==> src/verilog/core_pkg.sv <==
`default_nettype none

package core_pkg;

   // datapath and field widths
   localparam int data_w = 32;
   localparam int reg_w = 3;
   localparam int imm_w = 16;
   localparam int op_w = 4;

   // bits left below the opcode and the immediate-form flag
   localparam int payload_w = data_w - op_w - 1;

   // opcodes, codes 8 to 15 are no-ops
   localparam logic [op_w-1:0] op_mov = 4'd0;
   localparam logic [op_w-1:0] op_add = 4'd1;
   localparam logic [op_w-1:0] op_sub = 4'd2;
   localparam logic [op_w-1:0] op_and = 4'd3;
   localparam logic [op_w-1:0] op_or = 4'd4;
   localparam logic [op_w-1:0] op_xor = 4'd5;
   localparam logic [op_w-1:0] op_xchg = 4'd6;
   localparam logic [op_w-1:0] op_store = 4'd7;

   // register form
   typedef struct packed {
      logic [reg_w-1:0]               reg_a;
      logic [reg_w-1:0]               reg_b;
      logic [payload_w-2*reg_w-1:0]   unused;
   } rr_fields_s;

   // immediate form, imm is zero-extended into operand b
   typedef struct packed {
      logic [reg_w-1:0]               reg_a;
      logic [payload_w-reg_w-imm_w-1:0] unused;
      logic [imm_w-1:0]               imm;
   } ri_fields_s;

   typedef union packed {
      rr_fields_s rr;
      ri_fields_s ri;
   } instr_payload_u;

endpackage

`default_nettype wire

==> src/verilog/register_file.sv <==
`timescale 1ns/1ns
`default_nettype none

module register_file (
   input  logic                        clk,
   input  logic                        arst_n,
   input  logic [core_pkg::reg_w-1:0]  rd_addr_a,
   input  logic [core_pkg::reg_w-1:0]  rd_addr_b,
   output logic [core_pkg::data_w-1:0] rd_data_a,
   output logic [core_pkg::data_w-1:0] rd_data_b,
   input  logic                        wr_en_a,
   input  logic [core_pkg::reg_w-1:0]  wr_addr_a,
   input  logic [core_pkg::data_w-1:0] wr_data_a,
   input  logic                        wr_en_b,
   input  logic [core_pkg::reg_w-1:0]  wr_addr_b,
   input  logic [core_pkg::data_w-1:0] wr_data_b
);

   import core_pkg::*;

   logic [data_w-1:0] regs [2**reg_w];

   always_ff @(posedge clk or negedge arst_n) begin
      if (!arst_n) begin
         for (int i = 0; i < 2**reg_w; i++) begin
            regs[i] <= '0;
         end
      end else begin
         if (wr_en_a) begin
            regs[wr_addr_a] <= wr_data_a;
         end
         // port b comes last, so it wins when both hit one register
         if (wr_en_b) begin
            regs[wr_addr_b] <= wr_data_b;
         end
      end
   end

   // combinational reads for decode
   assign rd_data_a = regs[rd_addr_a];
   assign rd_data_b = regs[rd_addr_b];

endmodule

`default_nettype wire

==> src/verilog/decode_stage.sv <==
`timescale 1ns/1ns
`default_nettype none

module decode_stage (
   input  logic                        clk,
   input  logic                        arst_n,
   input  logic                        instr_valid,
   output logic                        instr_ready,
   input  logic [core_pkg::data_w-1:0] instr_word,
   output logic [core_pkg::reg_w-1:0]  rf_addr_a,
   output logic [core_pkg::reg_w-1:0]  rf_addr_b,
   input  logic [core_pkg::data_w-1:0] rf_data_a,
   input  logic [core_pkg::data_w-1:0] rf_data_b,
   output logic                        d_valid,
   input  logic                        d_ready,
   output logic [core_pkg::op_w-1:0]   d_op,
   output logic [core_pkg::reg_w-1:0]  d_reg_a,
   output logic [core_pkg::reg_w-1:0]  d_reg_b,
   output logic [core_pkg::data_w-1:0] d_val_a,
   output logic [core_pkg::data_w-1:0] d_val_b,
   output logic                        d_wr_a,
   output logic                        d_wr_b,
   input  logic                        e_valid,
   input  logic [core_pkg::reg_w-1:0]  e_reg_a,
   input  logic [core_pkg::reg_w-1:0]  e_reg_b,
   input  logic                        e_wr_a,
   input  logic                        e_wr_b,
   input  logic                        res_valid,
   input  logic [core_pkg::reg_w-1:0]  res_reg_a,
   input  logic [core_pkg::reg_w-1:0]  res_reg_b,
   input  logic                        res_wr_a,
   input  logic                        res_wr_b,
   output logic                        busy
);

   import core_pkg::*;

   logic              hold_valid;
   logic [data_w-1:0] hold_word;
   logic [op_w-1:0]   op;
   logic              imm_flag;
   logic              use_imm;
   instr_payload_u    payload;
   logic              known_op;
   logic              reads_a;
   logic              reads_b;
   logic              hazard;

   // true if a downstream item will still write register src
   function automatic logic pending_write(
      input logic             vld,
      input logic             wr_a,
      input logic [reg_w-1:0] reg_a,
      input logic             wr_b,
      input logic [reg_w-1:0] reg_b,
      input logic [reg_w-1:0] src
   );
      return vld && ((wr_a && reg_a == src) || (wr_b && reg_b == src));
   endfunction

   // word fields
   assign op = hold_word[data_w-1 -: op_w];
   assign imm_flag = hold_word[payload_w];
   assign payload = hold_word[payload_w-1:0];
   // exchange ignores the flag and always uses the register form
   assign use_imm = imm_flag && (op != op_xchg);

   // register a sits at the same place in both forms
   assign rf_addr_a = payload.rr.reg_a;
   assign rf_addr_b = payload.rr.reg_b;

   always_comb begin
      known_op = 1'b1;
      reads_a = 1'b0;
      d_wr_a = 1'b0;
      d_wr_b = 1'b0;
      case (op)
         op_mov: d_wr_a = 1'b1;
         op_add, op_sub, op_and, op_or, op_xor: begin
            reads_a = 1'b1;
            d_wr_a = 1'b1;
         end
         op_xchg: begin
            reads_a = 1'b1;
            d_wr_a = 1'b1;
            d_wr_b = 1'b1;
         end
         op_store: reads_a = 1'b1;
         default: known_op = 1'b0;
      endcase
   end

   assign reads_b = known_op && !use_imm;

   // interlock against execute and the held result item
   assign hazard =
      (reads_a && (pending_write(e_valid, e_wr_a, e_reg_a, e_wr_b, e_reg_b, rf_addr_a) ||
                   pending_write(res_valid, res_wr_a, res_reg_a, res_wr_b, res_reg_b,
                                 rf_addr_a))) ||
      (reads_b && (pending_write(e_valid, e_wr_a, e_reg_a, e_wr_b, e_reg_b, rf_addr_b) ||
                   pending_write(res_valid, res_wr_a, res_reg_a, res_wr_b, res_reg_b,
                                 rf_addr_b)));

   assign d_valid = hold_valid && !hazard;
   assign d_op = op;
   assign d_reg_a = rf_addr_a;
   assign d_reg_b = rf_addr_b;
   assign d_val_a = rf_data_a;
   assign d_val_b = use_imm ? {{(data_w-imm_w){1'b0}}, payload.ri.imm} : rf_data_b;

   // empty or emptying this cycle
   assign instr_ready = !hold_valid || (d_valid && d_ready);

   always_ff @(posedge clk or negedge arst_n) begin
      if (!arst_n) begin
         hold_valid <= 1'b0;
      end else if (instr_ready) begin
         hold_valid <= instr_valid;
      end
   end

   always_ff @(posedge clk) begin
      if (instr_valid && instr_ready) begin
         hold_word <= instr_word;
      end
   end

   assign busy = hold_valid || e_valid || res_valid;

endmodule

`default_nettype wire

==> src/verilog/execute_stage.sv <==
`timescale 1ns/1ns
`default_nettype none

module execute_stage (
   input  logic                          clk,
   input  logic                          arst_n,
   input  logic                          d_valid,
   output logic                          d_ready,
   input  logic [core_pkg::op_w-1:0]     d_op,
   input  logic [core_pkg::reg_w-1:0]    d_reg_a,
   input  logic [core_pkg::reg_w-1:0]    d_reg_b,
   input  logic [core_pkg::data_w-1:0]   d_val_a,
   input  logic [core_pkg::data_w-1:0]   d_val_b,
   input  logic                          d_wr_a,
   input  logic                          d_wr_b,
   output logic                          e_valid,
   input  logic                          e_ready,
   output logic [2*core_pkg::data_w-1:0] e_result,
   output logic [core_pkg::reg_w-1:0]    e_reg_a,
   output logic [core_pkg::reg_w-1:0]    e_reg_b,
   output logic                          e_wr_a,
   output logic                          e_wr_b,
   output logic                          e_store
);

   import core_pkg::*;

   logic [2*data_w-1:0] alu_result;
   logic                accept;

   assign d_ready = !e_valid || e_ready;
   assign accept = d_valid && d_ready;

   // low half goes to reg a, high half to reg b or the store address
   always_comb begin
      case (d_op)
         op_mov:   alu_result = {{data_w{1'b0}}, d_val_b};
         op_add:   alu_result = {{data_w{1'b0}}, d_val_a + d_val_b};
         op_sub:   alu_result = {{data_w{1'b0}}, d_val_a - d_val_b};
         op_and:   alu_result = {{data_w{1'b0}}, d_val_a & d_val_b};
         op_or:    alu_result = {{data_w{1'b0}}, d_val_a | d_val_b};
         op_xor:   alu_result = {{data_w{1'b0}}, d_val_a ^ d_val_b};
         op_xchg:  alu_result = {d_val_a, d_val_b};
         op_store: alu_result = {d_val_b, d_val_a};
         default:  alu_result = '0;
      endcase
   end

   always_ff @(posedge clk or negedge arst_n) begin
      if (!arst_n) begin
         e_valid <= 1'b0;
      end else if (d_ready) begin
         e_valid <= d_valid;
      end
   end

   always_ff @(posedge clk) begin
      if (accept) begin
         e_result <= alu_result;
         e_reg_a <= d_reg_a;
         e_reg_b <= d_reg_b;
         e_wr_a <= d_wr_a;
         e_wr_b <= d_wr_b;
         e_store <= (d_op == op_store);
      end
   end

endmodule

`default_nettype wire

==> src/verilog/result_stage.sv <==
`timescale 1ns/1ns
`default_nettype none

module result_stage #(
   parameter int wmem_addr_w = 16
) (
   input  logic                          clk,
   input  logic                          arst_n,
   input  logic                          e_valid,
   output logic                          e_ready,
   input  logic [2*core_pkg::data_w-1:0] e_result,
   input  logic [core_pkg::reg_w-1:0]    e_reg_a,
   input  logic [core_pkg::reg_w-1:0]    e_reg_b,
   input  logic                          e_wr_a,
   input  logic                          e_wr_b,
   input  logic                          e_store,
   output logic                          rf_wr_en_a,
   output logic [core_pkg::reg_w-1:0]    rf_wr_addr_a,
   output logic [core_pkg::data_w-1:0]   rf_wr_data_a,
   output logic                          rf_wr_en_b,
   output logic [core_pkg::reg_w-1:0]    rf_wr_addr_b,
   output logic [core_pkg::data_w-1:0]   rf_wr_data_b,
   output logic                          res_valid,
   output logic [core_pkg::reg_w-1:0]    res_reg_a,
   output logic [core_pkg::reg_w-1:0]    res_reg_b,
   output logic                          res_wr_a,
   output logic                          res_wr_b,
   output logic                          wmem_valid,
   input  logic                          wmem_ready,
   output logic [wmem_addr_w-1:0]        wmem_address,
   output logic [core_pkg::data_w-1:0]   wmem_wr_data
);

   import core_pkg::*;

   logic                   accept;
   logic [data_w-1:0]      store_data;
   logic [wmem_addr_w-1:0] store_addr;

   // only a store waiting on the memory port occupies this stage
   assign e_ready = !res_valid || wmem_ready;
   assign accept = e_valid && e_ready;

   // register results are written at the accepting edge
   assign rf_wr_en_a = accept && e_wr_a;
   assign rf_wr_addr_a = e_reg_a;
   assign rf_wr_data_a = e_result[data_w-1:0];

   // second port, exchange only
   assign rf_wr_en_b = accept && e_wr_b;
   assign rf_wr_addr_b = e_reg_b;
   assign rf_wr_data_b = e_result[2*data_w-1:data_w];

   always_ff @(posedge clk or negedge arst_n) begin
      if (!arst_n) begin
         res_valid <= 1'b0;
      end else if (e_ready) begin
         res_valid <= e_valid && e_store;
      end
   end

   always_ff @(posedge clk) begin
      if (accept && e_store) begin
         store_data <= e_result[data_w-1:0];
         store_addr <= e_result[data_w +: wmem_addr_w];
         res_reg_a <= e_reg_a;
         res_reg_b <= e_reg_b;
         res_wr_a <= e_wr_a;
         res_wr_b <= e_wr_b;
      end
   end

   // valid comes straight from the held flag, never from ready
   assign wmem_valid = res_valid;
   assign wmem_address = store_addr;
   assign wmem_wr_data = store_data;

endmodule

`default_nettype wire

==> src/verilog/mini_core_top.sv <==
`timescale 1ns/1ns
`default_nettype none

module mini_core_top #(
   parameter int wmem_addr_w = 16
) (
   input  logic                        clk,
   input  logic                        arst_n,
   input  logic                        instr_valid,
   output logic                        instr_ready,
   input  logic [core_pkg::data_w-1:0] instr_word,
   output logic                        wmem_valid,
   input  logic                        wmem_ready,
   output logic [wmem_addr_w-1:0]      wmem_address,
   output logic [core_pkg::data_w-1:0] wmem_wr_data,
   output logic                        busy
);

   import core_pkg::*;

   // register file read side
   logic [reg_w-1:0]    rf_addr_a;
   logic [reg_w-1:0]    rf_addr_b;
   logic [data_w-1:0]   rf_data_a;
   logic [data_w-1:0]   rf_data_b;

   // decode to execute
   logic                d_valid;
   logic                d_ready;
   logic [op_w-1:0]     d_op;
   logic [reg_w-1:0]    d_reg_a;
   logic [reg_w-1:0]    d_reg_b;
   logic [data_w-1:0]   d_val_a;
   logic [data_w-1:0]   d_val_b;
   logic                d_wr_a;
   logic                d_wr_b;

   // execute to result
   logic                e_valid;
   logic                e_ready;
   logic [2*data_w-1:0] e_result;
   logic [reg_w-1:0]    e_reg_a;
   logic [reg_w-1:0]    e_reg_b;
   logic                e_wr_a;
   logic                e_wr_b;
   logic                e_store;

   // writeback and held store destinations
   logic                rf_wr_en_a;
   logic [reg_w-1:0]    rf_wr_addr_a;
   logic [data_w-1:0]   rf_wr_data_a;
   logic                rf_wr_en_b;
   logic [reg_w-1:0]    rf_wr_addr_b;
   logic [data_w-1:0]   rf_wr_data_b;
   logic                res_valid;
   logic [reg_w-1:0]    res_reg_a;
   logic [reg_w-1:0]    res_reg_b;
   logic                res_wr_a;
   logic                res_wr_b;

   decode_stage u_decode (
      .clk(clk), .arst_n(arst_n),
      .instr_valid(instr_valid), .instr_ready(instr_ready), .instr_word(instr_word),
      .rf_addr_a(rf_addr_a), .rf_addr_b(rf_addr_b),
      .rf_data_a(rf_data_a), .rf_data_b(rf_data_b),
      .d_valid(d_valid), .d_ready(d_ready), .d_op(d_op),
      .d_reg_a(d_reg_a), .d_reg_b(d_reg_b), .d_val_a(d_val_a), .d_val_b(d_val_b),
      .d_wr_a(d_wr_a), .d_wr_b(d_wr_b),
      .e_valid(e_valid), .e_reg_a(e_reg_a), .e_reg_b(e_reg_b),
      .e_wr_a(e_wr_a), .e_wr_b(e_wr_b),
      .res_valid(res_valid), .res_reg_a(res_reg_a), .res_reg_b(res_reg_b),
      .res_wr_a(res_wr_a), .res_wr_b(res_wr_b),
      .busy(busy)
   );

   register_file u_regs (
      .clk(clk), .arst_n(arst_n),
      .rd_addr_a(rf_addr_a), .rd_addr_b(rf_addr_b),
      .rd_data_a(rf_data_a), .rd_data_b(rf_data_b),
      .wr_en_a(rf_wr_en_a), .wr_addr_a(rf_wr_addr_a), .wr_data_a(rf_wr_data_a),
      .wr_en_b(rf_wr_en_b), .wr_addr_b(rf_wr_addr_b), .wr_data_b(rf_wr_data_b)
   );

   execute_stage u_execute (
      .clk(clk), .arst_n(arst_n),
      .d_valid(d_valid), .d_ready(d_ready), .d_op(d_op),
      .d_reg_a(d_reg_a), .d_reg_b(d_reg_b), .d_val_a(d_val_a), .d_val_b(d_val_b),
      .d_wr_a(d_wr_a), .d_wr_b(d_wr_b),
      .e_valid(e_valid), .e_ready(e_ready), .e_result(e_result),
      .e_reg_a(e_reg_a), .e_reg_b(e_reg_b), .e_wr_a(e_wr_a), .e_wr_b(e_wr_b),
      .e_store(e_store)
   );

   result_stage #(.wmem_addr_w(wmem_addr_w)) u_result (
      .clk(clk), .arst_n(arst_n),
      .e_valid(e_valid), .e_ready(e_ready), .e_result(e_result),
      .e_reg_a(e_reg_a), .e_reg_b(e_reg_b), .e_wr_a(e_wr_a), .e_wr_b(e_wr_b),
      .e_store(e_store),
      .rf_wr_en_a(rf_wr_en_a), .rf_wr_addr_a(rf_wr_addr_a), .rf_wr_data_a(rf_wr_data_a),
      .rf_wr_en_b(rf_wr_en_b), .rf_wr_addr_b(rf_wr_addr_b), .rf_wr_data_b(rf_wr_data_b),
      .res_valid(res_valid), .res_reg_a(res_reg_a), .res_reg_b(res_reg_b),
      .res_wr_a(res_wr_a), .res_wr_b(res_wr_b),
      .wmem_valid(wmem_valid), .wmem_ready(wmem_ready),
      .wmem_address(wmem_address), .wmem_wr_data(wmem_wr_data)
   );

endmodule

`default_nettype wire

==> config.mk <==
export PLATFORM = sky130hd
export DESIGN_NAME = mini_core_top
export DESIGN_NICKNAME = d
export VERILOG_FILES = /design/src/verilog/core_pkg.sv /design/src/verilog/register_file.sv /design/src/verilog/decode_stage.sv /design/src/verilog/execute_stage.sv /design/src/verilog/result_stage.sv /design/src/verilog/mini_core_top.sv
export SDC_FILE = /design/constraint.sdc
export NUM_CORES = 1
export LEC_CHECK = 0
export ABC_AREA = 1
export BUFFER_PORTS_ARGS = -buffer_cell sky130_fd_sc_hd__buf_2
export CAP_MARGIN = 20
export CORE_UTILIZATION = 25
export DETAILED_ROUTE_END_ITERATION = 16
export PLACE_DENSITY_LB_ADDON = 0.08
export RECOVER_POWER = 100
export SLEW_MARGIN = 5
export SYNTH_ARGS = -nofsm -noshare
export SYNTH_HDL_FRONTEND = slang
export SYNTH_SLANG_ARGS = --single-unit
==> constraint.sdc <==
create_clock -name clk -period 10.88 [get_ports clk]
set_input_delay 1.088 -clock clk [delete_from_list [all_inputs] [get_ports clk]]
set_output_delay 1.088 -clock clk [all_outputs]
set_load 0.02 [all_outputs]
# Yosys cells after proc, flatten, opt, wreduce, memory -nomap -nowiden

Index checks and enable logic that the tools add are counted.

Add/subtract/negate cells: 2
Order comparisons: 6
Eq/ne operators: 16
Mux-type cells: 20
Bitwise logic cells: 7
Reductions and logical operators: 47

Operators by type and width:

| cell                                                        | number |
|---|---|
| bitwise mux 256 bit                                         | 2 |
| 2-to-1 mux 256 bit                                          | 2 |
| case mux 64 bit (8 select lines)                            | 1 |
| 2-to-1 mux 32 bit                                           | 7 |
| binary-select mux 32 bit (select 3 bit)                     | 2 |
| demux 32 bit (select 3 bit)                                 | 2 |
| adder 32 bit                                                | 1 |
| AND 32 bit                                                  | 1 |
| OR 32 bit                                                   | 1 |
| subtractor 32 bit                                           | 1 |
| bitwise XOR 32 bit                                          | 1 |
| logical AND 1 bit                                           | 26 |
| == test 3 bit                                               | 8 |
| == test 4 x 3 -> 1 bit (second input constant)              | 4 |
| greater-or-equal comparator 4 bit (second input constant)   | 4 |
| inverter 3 -> 4 bit                                         | 4 |
| OR reduction 7 bit                                          | 2 |
| logical OR 1 bit                                            | 12 |
| == test 4 x 2 -> 1 bit (second input constant)              | 2 |
| less-than comparator 4 x 1 -> 1 bit (second input constant) | 2 |
| OR reduction 8 bit                                          | 1 |
| zero test 1 bit                                             | 5 |
| == test 4 x 1 -> 1 bit (second input constant)              | 1 |
| zero test 4 bit                                             | 1 |
| 2 further kinds                                             | 5 |

Register bits after elaboration: 420
Logic and storage cells: 122

# Depth between registers and ports, before layout

Gate-level depths: netlist (run 1).

Word-level depth: 12
Depth in mapped cells: 31
Gate-level depth less buffers: 29

# By module

A second synthesis (run 1) with hierarchy kept.

Cell total of the unflattened synthesis: 4,782
Area total of the unflattened synthesis: 30,963.4 µm²

Modules (own cells, without submodules):

| module        | times used | cells an instance | area each (µm²) | sequential area each (µm²) |
|---|---|---|---|---|
| register_file | 1          | 3,216             | 18,695.4        | 6,406.1 |
| execute_stage | 1          | 1,122             | 7,883.8         | 2,217.1 |
| result_stage  | 1          | 138               | 2,283.4         | 1,706.6 |
| decode_stage  | 1          | 306               | 2,100.8         | 835.8 |

# Worst setup path before layout (run 1)

No wires, ideal clock.

Path type: input-to-reg
Start: in wmem_ready
End: reg u_result.res_reg_a[0] in the netlist's numbering (enable)
Data arrival time: 3.623 ns
Path slack: 6.787 ns
Stages on the path: 4
Buffers on the path: 0
Path through: inv_1 > nand2_1 > nand2_1 > nor2_1

Cells in the longest elaborated chain, start to end: 3

Ends and longest elaborated chain:

| element              | RTL line            | RTL |
|---|---|---|
| start, declared      | mini_core_top.sv:13 | `input logic wmem_ready,` |
| logical OR 1 bit     | result_stage.sv:41  | `assign e_ready = !res_valid \|\| wmem_ready;` |
| logical AND 1 bit    | result_stage.sv:42  | `assign accept = e_valid && e_ready;` |
| logical AND 1 bit    | result_stage.sv:63  | `if (accept && e_store) begin` |
| end signal, assigned | result_stage.sv:66  | `res_reg_a <= e_reg_a;` |
| end, declared        | result_stage.sv:24  | `output logic [core_pkg::reg_w-1:0] res_reg_a,` |

Every way passes these cells.
A chain may end at the register's enable or synchronous reset.

# Final worst setup path (run 1)

Start: reg u_decode.hold_word[30]
End: reg u_execute.e_result[25] in the netlist's numbering (enable)

Cells in the longest elaborated chain, start to end: 9
Elaborated cells on any way between the ends: 22
Classes of those cells: 8 x eq/ne; 2 x mux; 12 x reduce/logical

Ends and longest elaborated chain:

| element                                                                         | RTL line                               | RTL |
|---|---|---|
| start, declared                                                                 | decode_stage.sv:39                     | `logic [data_w-1:0] hold_word;` |
| start signal, assigned                                                          | decode_stage.sv:124                    | `hold_word <= instr_word;` |
| == test 4 x 1 -> 1 bit, or another cell as far along                            | decode_stage.sv:77                     | `case (op)` |
| OR reduction 8 bit (no source line) / logical AND 1 bit (equally long branches) | n/a                                    |  |
| 2-to-1 mux 1 bit / zero test 1 bit (equally long branches)                      | decode_stage.sv:77, decode_stage.sv:93 |  |
| logical AND 1 bit                                                               | decode_stage.sv:93                     | `assign reads_b = known_op && !use_imm;` |
| logical AND 1 bit                                                               | decode_stage.sv:100                    | `(reads_b && (pending_write(e_valid, e_wr_a, e_reg_a, e_wr_b, e_reg_b, rf_addr_b) \|\|` |
| logical OR 1 bit (*)                                                            | decode_stage.sv:99                     | `rf_addr_a))) \|\|` |
| zero test 1 bit (*)                                                             | decode_stage.sv:104                    | `assign d_valid = hold_valid && !hazard;` |
| logical AND 1 bit (*)                                                           | decode_stage.sv:104                    |  |
| logical AND 1 bit (*)                                                           | execute_stage.sv:32                    | `assign accept = d_valid && d_ready;` |
| named net u_execute.accept                                                      | execute_stage.sv:29                    | `logic accept;` |
| end signal, assigned                                                            | execute_stage.sv:59                    | `e_result <= alu_result;` |
| end, declared                                                                   | execute_stage.sv:18                    | `output logic [2*core_pkg::data_w-1:0] e_result,` |

Mark *: on every way through the listed nets, which the timed path passes. The rest lies on a longest branch.

==> impl_metrics.tcl, run 1 <==
set metrics [dict create \
    relSlewSlack -3.20 \
    cp-start-kind "flip-flop" \
    syn2layout_area_growth_pct 12.2 \
    switching_share 0.468 \
    status "complete, but fails checks" \
    tightestPinTransition_ns 6.31 \
    dieArea_um2 112000 \
    yosys.cell_types.count 54 \
    critPathKind "flip-flop to flip-flop" \
    m1WireLength_mm 56.9 \
    antenna_found_initial 5 \
    dp_slack_ns 4.40 \
    violations "max-capacitance violations, max-slew violations" \
    path_clk_slew_ns 0.06 \
    p_seq_frac 0.331 \
    cts_repair_resize_count 0 \
    comb_power_share 0.461 \
    irDropWorstVdd_mv 0.118 \
    leakagePower_nw 13.9 \
    rrSetupSlack_ns 2.68 \
    grt_pass1_vias 24531 \
    vias 25482 \
    core_area_um2 109000 \
    firstDrtPassIters 7 \
    start_util 0.254 \
    yosysSeqAreaShare 0.403 \
    p_switching_w 0.00443 \
    fin_crit_sh 0.754 \
    boundaryPins 87 \
    avgViaCountPerCell 4.95 \
    grt_remaining_overflow 0 \
    nFillCells 12061 \
    netlist_area_um2 27700 \
    place.gp.congestion 0.899 \
    grt_start_max_net_pins 190 \
    cp.required_ns 11.02 \
    dp.cells 5042 \
    hpwl_mm 73.1 \
    syn_avg_cell_area_um2 7.55 \
    portBuffers 81 \
    drt-total-wl_mm 117 \
    async_flop_share 0.624 \
    layout-drive-gt1-share 0.0558 \
    cts_setup_buffers 0 \
    synth_warnings 0 \
    fin_crit_ns 8.20 \
    clock_sinks 415 \
    maxCapViolations 26 \
    clockRootBuffer "clkbuf_16" \
    powerDensity_nw_per_um2 304 \
    grt_pass1_wl_mm 172 \
    route.detailed.wl_per_inst_um 22.6 \
    cp-end-kind "flip-flop" \
    max_freq_mhz 122 \
    cts_tree "built" \
    critPathMaxFanout 64 \
    nets 3760 \
    drtIter0Drc 1975 \
    route.met3.wl_mm 5.04 \
    drtAntennaViolNets 0 \
    rows 121 \
    arrival_ns 8.34 \
    clock_path_buffers 3 \
    drc 0 \
    cts_buffers 57 \
    cell_internal_pwr_w 0.00504 \
    track_usage 0.206 \
    highest_layer "met4" \
    setup-violations-final 0 \
    final_cell_count_no_fill 5152 \
    insertion_delay_ns 0.68 \
    syn-instance-count 3669 \
    wl_met2_mm 52.5 \
    rsz0062_at_grt "no" \
    slew_violations 1009 \
    htreeDepth 2 \
    finalHoldViolations 0 \
    fin_total_pwr_w 0.00947 \
    ys.flop_type "dfrtp_1" \
    ys_seq_elements 415 \
    layout_setup_ws_ns 2.68 \
    min-delay-path-class "flip-flop to flip-flop" \
    die_x_um 335 \
    synth_fp_nets 3803 \
    clkPwrFrac 0.208 \
    final.setup.tns_ns 0 \
    synth_edf_count 156 \
    skew_ns 0.0422 \
    dieHeight_um 335 \
    cts_hold_buf 0 \
]
worst paths after layout:
kind,from,cells after the start,end
worst max-delay path,u_decode.hold_word[30],10,u_execute.e_result[25]
min in group asynchronous,arst_n,1,u_regs.regs[70]
worst min-delay path,u_execute.e_store,2,u_result.res_valid
worst min register to register,u_execute.e_store,2,u_result.res_valid
max in group asynchronous,arst_n,1,u_regs.regs[216]
worst max register to register,u_decode.hold_word[30],10,u_execute.e_result[25]
per-layer routing:
metal	track usage	vias up
li1	-	12345
met4	0.0459	0
met5	0	-
met2	0.331	624
met3	0.0218	122
met1	0.296	12391
power by group through the flow:
| stage | combinational (W) | sequential, W | clock [W] |
|---|---|---|---|
| 2_1_floorplan | 0.00309 | 0.00291 | 0 |
| 3_3_place_gp | 0.00438 | 0.00315 | 0 |
| 3_5_place_dp | 0.00439 | 0.00313 | 0 |
| 4_1_cts | 0.00441 | 0.00312 | 0.00203 |
| 5_1_grt | 0.00497 | 0.00324 | 0.00208 |
| 6_report | 0.00436 | 0.00314 | 0.00197 |
cells in the mapped netlist (all sizes together) (3+ instances only):
master / n / area share
nand2: 697 / 0.096
inv: 590 / 0.080
o21ai: 455 / 0.082
dfrtp: 259 / 0.23
o211ai: 250 / 0.068
a21oi: 238 / 0.043
nand3: 230 / 0.043
clkbuf: 168 / 0.023
nor2: 163 / 0.024
edfxtp: 156 / 0.17
ha: 97 / 0.044
buf: 69 / 0.017
a31oi: 51 / 0.012
nor3: 42 / 0.0078
o22ai: 37 / 0.0084
xor2: 34 / 0.011
o31ai: 33 / 0.0089
a221oi: 19 / 0.0060
o2111ai: 16 / 0.0051
or2: 14 / 0.0032
nand4: 8 / 0.0020
a21o: 7 / 0.0019
o21bai: 7 / 0.0019
a22o: 4 / 0.0013
nor4: 3 / 0.00090
o21a: 3 / 0.00081
o221ai: 3 / 0.00095
o41ai: 3 / 0.00095
worst max-delay path, stage by stage, from the launching register on:
cell,delay (ns)
edfxtp_1,0.44
inv_1,0.12
nor2_1,0.07
nand2_1,1.33
nand2_4,0.89
inv_1,0.83
nor2_1,0.09
nand2_1,0.10
nand3_1,0.15
clkinvlp_2,0.44
clkbuf_1,3.14
cell families (layout without fill, tap and decap cells):
family | count (synthesis) | after routing | synth area share
xor gates and xnor gates | 36 | 36 | 0.0114
adders and majority gates | 98 | 98 | 0.0445
other | 0 | 1 | 0
DFF | 415 | 415 | 0.403
AOI/OAI and AO/OA | 1132 | 1132 | 0.243
buffers and inverters | 829 | 835 | 0.120
and+or+nand+nor | 1159 | 1159 | 0.178
registers in the layout (all words and copies together) (netlist names):
register / flops
u_execute.e_wr_b: 1
u_decode.hold_word: 27
u_execute.e_result: 64
u_regs.regs: 256
u_result.res_reg_a: 3
u_result.res_valid: 1
u_decode.hold_valid: 1
u_result.wmem_address: 16
u_result.res_wr_b: 1
u_execute.e_wr_a: 1
u_result.wmem_wr_data: 32
u_result.res_reg_b: 3
u_result.res_wr_a: 1
u_execute.e_reg_a: 3
u_execute.e_reg_b: 3
u_execute.e_store: 1
u_execute.e_valid: 1
stage by stage:
step	hold slack, ns	cell area (um2)	util
floorplan	0.421	27700	-
global placement	0.546	29400	0.269
detailed placement	0.546	29400	0.269
CTS	0.484	31400	0.287
global route	0.551	31100	0.284
finish	0.527	31100	0.284
cells in the final DEF, fill, tap and decap left out, drive strengths merged, types with 8 or more instances in the layout:
cell type / count
o31ai: 33
buf: 62
o2111ai: 16
nand2: 697
dfrtp: 259
inv: 591
edfxtp: 156
a221oi: 19
a31oi: 51
o22ai: 37
nand3: 230
clkinv: 18
nor3: 42
a21oi: 238
o211ai: 250
xor2: 34
or2: 14
nor2: 163
clkbuf: 153
ha: 97
o21ai: 455
nand4: 8
layout make-up:
cell class	instances	area (um2)	share of cell area
Tap cell	1476	1850	0.0594
Multi-Input combinational cell	2425	13200	0.425
Antenna cell	1	2.50	0.0000805
Inverter	592	2220	0.0715
Sequential cell	415	11200	0.359
Clock buffer	80	1560	0.0503
Clock inverter	28	350	0.0113
Timing Repair Buffer	135	719	0.0231
No activity file was read; power rests on OpenSTA's default activity.
==> inputs of run 2 (changes only) <==
clock period = 7.4 ns   (was 10.88 ns; I/O delays follow)
==> impl_metrics.tcl, run 2 (synthesis gave the netlist of run 1 again) <==
set metrics [dict create \
    status "complete, but fails checks" \
    violations "max-capacitance violations, max-slew violations" \
    tightestPinTransition_ns 4.32 \
    max_freq_mhz 152 \
    cell_internal_pwr_w 0.00718 \
    vias 25620 \
    p_switching_w 0.00657 \
    multi_input_area_um2 13300 \
    die_x_um 335 \
    layout_common_cells "nand2_1 (674), inv_1 (578), o21ai_0 (440)" \
    final_cell_count_no_fill 5154 \
    clockRootBuffer "clkbuf_16" \
    dieHeight_um 335 \
    track_usage 0.211 \
    syn2layout_area_growth_pct 12.0 \
    cts_setup_buffers 0 \
    start_util 0.254 \
    critPathKind "flip-flop to flip-flop" \
    drtIter0Drc 2097 \
    skew_ns 0.0356 \
    irDropWorstVdd_mv 0.196 \
    setup-violations-final 0 \
    cp-end-kind "flip-flop" \
    boundaryPins 87 \
    powerDensity_nw_per_um2 443 \
    clock_path_buffers 3 \
    rsz0062_at_grt "no" \
    dieArea_um2 112000 \
    place.gp.congestion 0.889 \
    route.detailed.wl_per_inst_um 23.1 \
    core_area_um2 109000 \
    comb_power_share 0.471 \
    clock_sinks 415 \
    nFillCells 12052 \
    grt_pass1_wl_mm 174 \
    grt_pass1_vias 24807 \
    path_clk_slew_ns 0.06 \
    cp-start-kind "flip-flop" \
    drt-total-wl_mm 119 \
    final.setup.tns_ns 0 \
    layout_commonest_cell "nand2_1" \
    largest_reg_flops 256 \
    cts_repair_resize_count 0 \
    avgViaCountPerCell 4.97 \
    top_register "u_regs.regs" \
    firstDrtPassIters 5 \
    fin_crit_sh 0.887 \
    relSlewSlack -1.88 \
    nets 3762 \
    cp.required_ns 7.93 \
    fin_crit_ns 6.56 \
    cts_buffers 57 \
    clkPwrFrac 0.195 \
    portBuffers 81 \
    hpwl_mm 72.7 \
    antenna_found_initial 4 \
    p_seq_frac 0.334 \
    finalHoldViolations 0 \
    htreeDepth 2 \
    layout-drive-gt1-share 0.0647 \
    dp.cells 5043 \
    final-seq-area_um2 11200 \
    holdPathStages 1 \
    grt_start_max_net_pins 143 \
    insertion_delay_ns 0.68 \
    switching_share 0.478 \
    slew_violations 878 \
    maxCapViolations 23 \
    grt_remaining_overflow 0 \
    cts_hold_buf 1 \
    r2r_cells 11 \
    leakagePower_nw 13.9 \
    arrival_ns 7.10 \
    drc 0 \
    drtAntennaViolNets 0 \
    cts_tree "built" \
    critPathMaxFanout 36 \
    fin_total_pwr_w 0.0137 \
    min-delay-path-class "input pin to flip-flop" \
    rows 121 \
]
run 2: cell count changes in the layout (fill, tap and decap cells not counted), moves of 3 or more:
| cell | change |
|---|---|
| inv_2 | +3 |
| clkbuf_2 | +5 |
| buf_4 | +3 |
| nand3_2 | +8 |
| nand2_2 | +12 |
| clkinvlp_4 | -3 |
| clkinv_1 | +4 |
| clkinv_2 | +12 |
| nand2_1 | -13 |
| clkbuf_1 | -13 |
| bufinv_16 | -6 |
| nand3_1 | -8 |
run 2: path summary, 6_finish.rpt:
kind,from,endpoint,slack [ns]
hold / removal,instr_word[7],u_decode.hold_word[7],0.24
min in group asynchronous,arst_n,u_regs.regs[133],1.78
setup reg to reg,u_result.res_valid,u_regs.regs[84],0.84
max in group asynchronous,arst_n,u_regs.regs[214],2.55
setup / recovery,u_result.res_valid,u_regs.regs[84],0.84
hold reg to reg,u_execute.e_wr_b,u_result.res_wr_b,0.53
run 2: power by group through the flow:
| stage | Clock, W | Combinational (W) | Sequential, W |
|---|---|---|---|
| 5_1_grt | 0.00284 | 0.00736 | 0.00473 |
| 4_1_cts | 0.00277 | 0.00652 | 0.00459 |
| 3_5_place_dp | 0 | 0.00649 | 0.00461 |
| 3_3_place_gp | 0 | 0.00649 | 0.00463 |
| 2_1_floorplan | 0 | 0.00454 | 0.00427 |
| 6_report | 0.00268 | 0.00648 | 0.00459 |
run 2: final cells by class:
class                           count  share of cell area
Inverter                          592              0.0716
Sequential cell                   415               0.360
Multi-Input combinational cell   2425               0.428
Tap cell                         1476              0.0595
Clock buffer                       74              0.0496
Clock inverter                     34             0.00677
Timing Repair Buffer              137              0.0242
Antenna cell                        1           0.0000806
run 2: worst max-delay path, cell delays in order, from the launching register on:
cell and delay, ns:
dfrtp_1 0.46, nand2_1 0.18, nand3_1 0.18, nor2_1 0.10
inv_1 0.13, clkbuf_1 2.18, nor2_1 1.93, buf_4 0.82
nand2_1 0.13, o211ai_1 0.08, o21ai_0 0.11, inv_1 0.05
run 2: routing by layer:
| layer | part of all wire | up-vias | global-route usage |
|---|---|---|---|
| li1 | - | 12358 | - |
| met1 | 0.48 | 12478 | 0.298 |
| met2 | 0.45 | 645 | 0.337 |
| met3 | 0.045 | 139 | 0.0238 |
| met4 | 0.024 | 0 | 0.0581 |
| met5 | 0 | - | 0 |
run 2: stage by stage:
stage                     setup WS [ns]   util  hold WS [ns]  area [um2]
after CTS                          1.65  0.286         0.185       31200
after global placement             1.73  0.269         0.526       29500
final                             0.837  0.284         0.236       31000
after floorplan                    3.51      -         0.421       27700
after detailed placement           1.69  0.269         0.512       29500
after global routing              0.757  0.284         0.213       31000
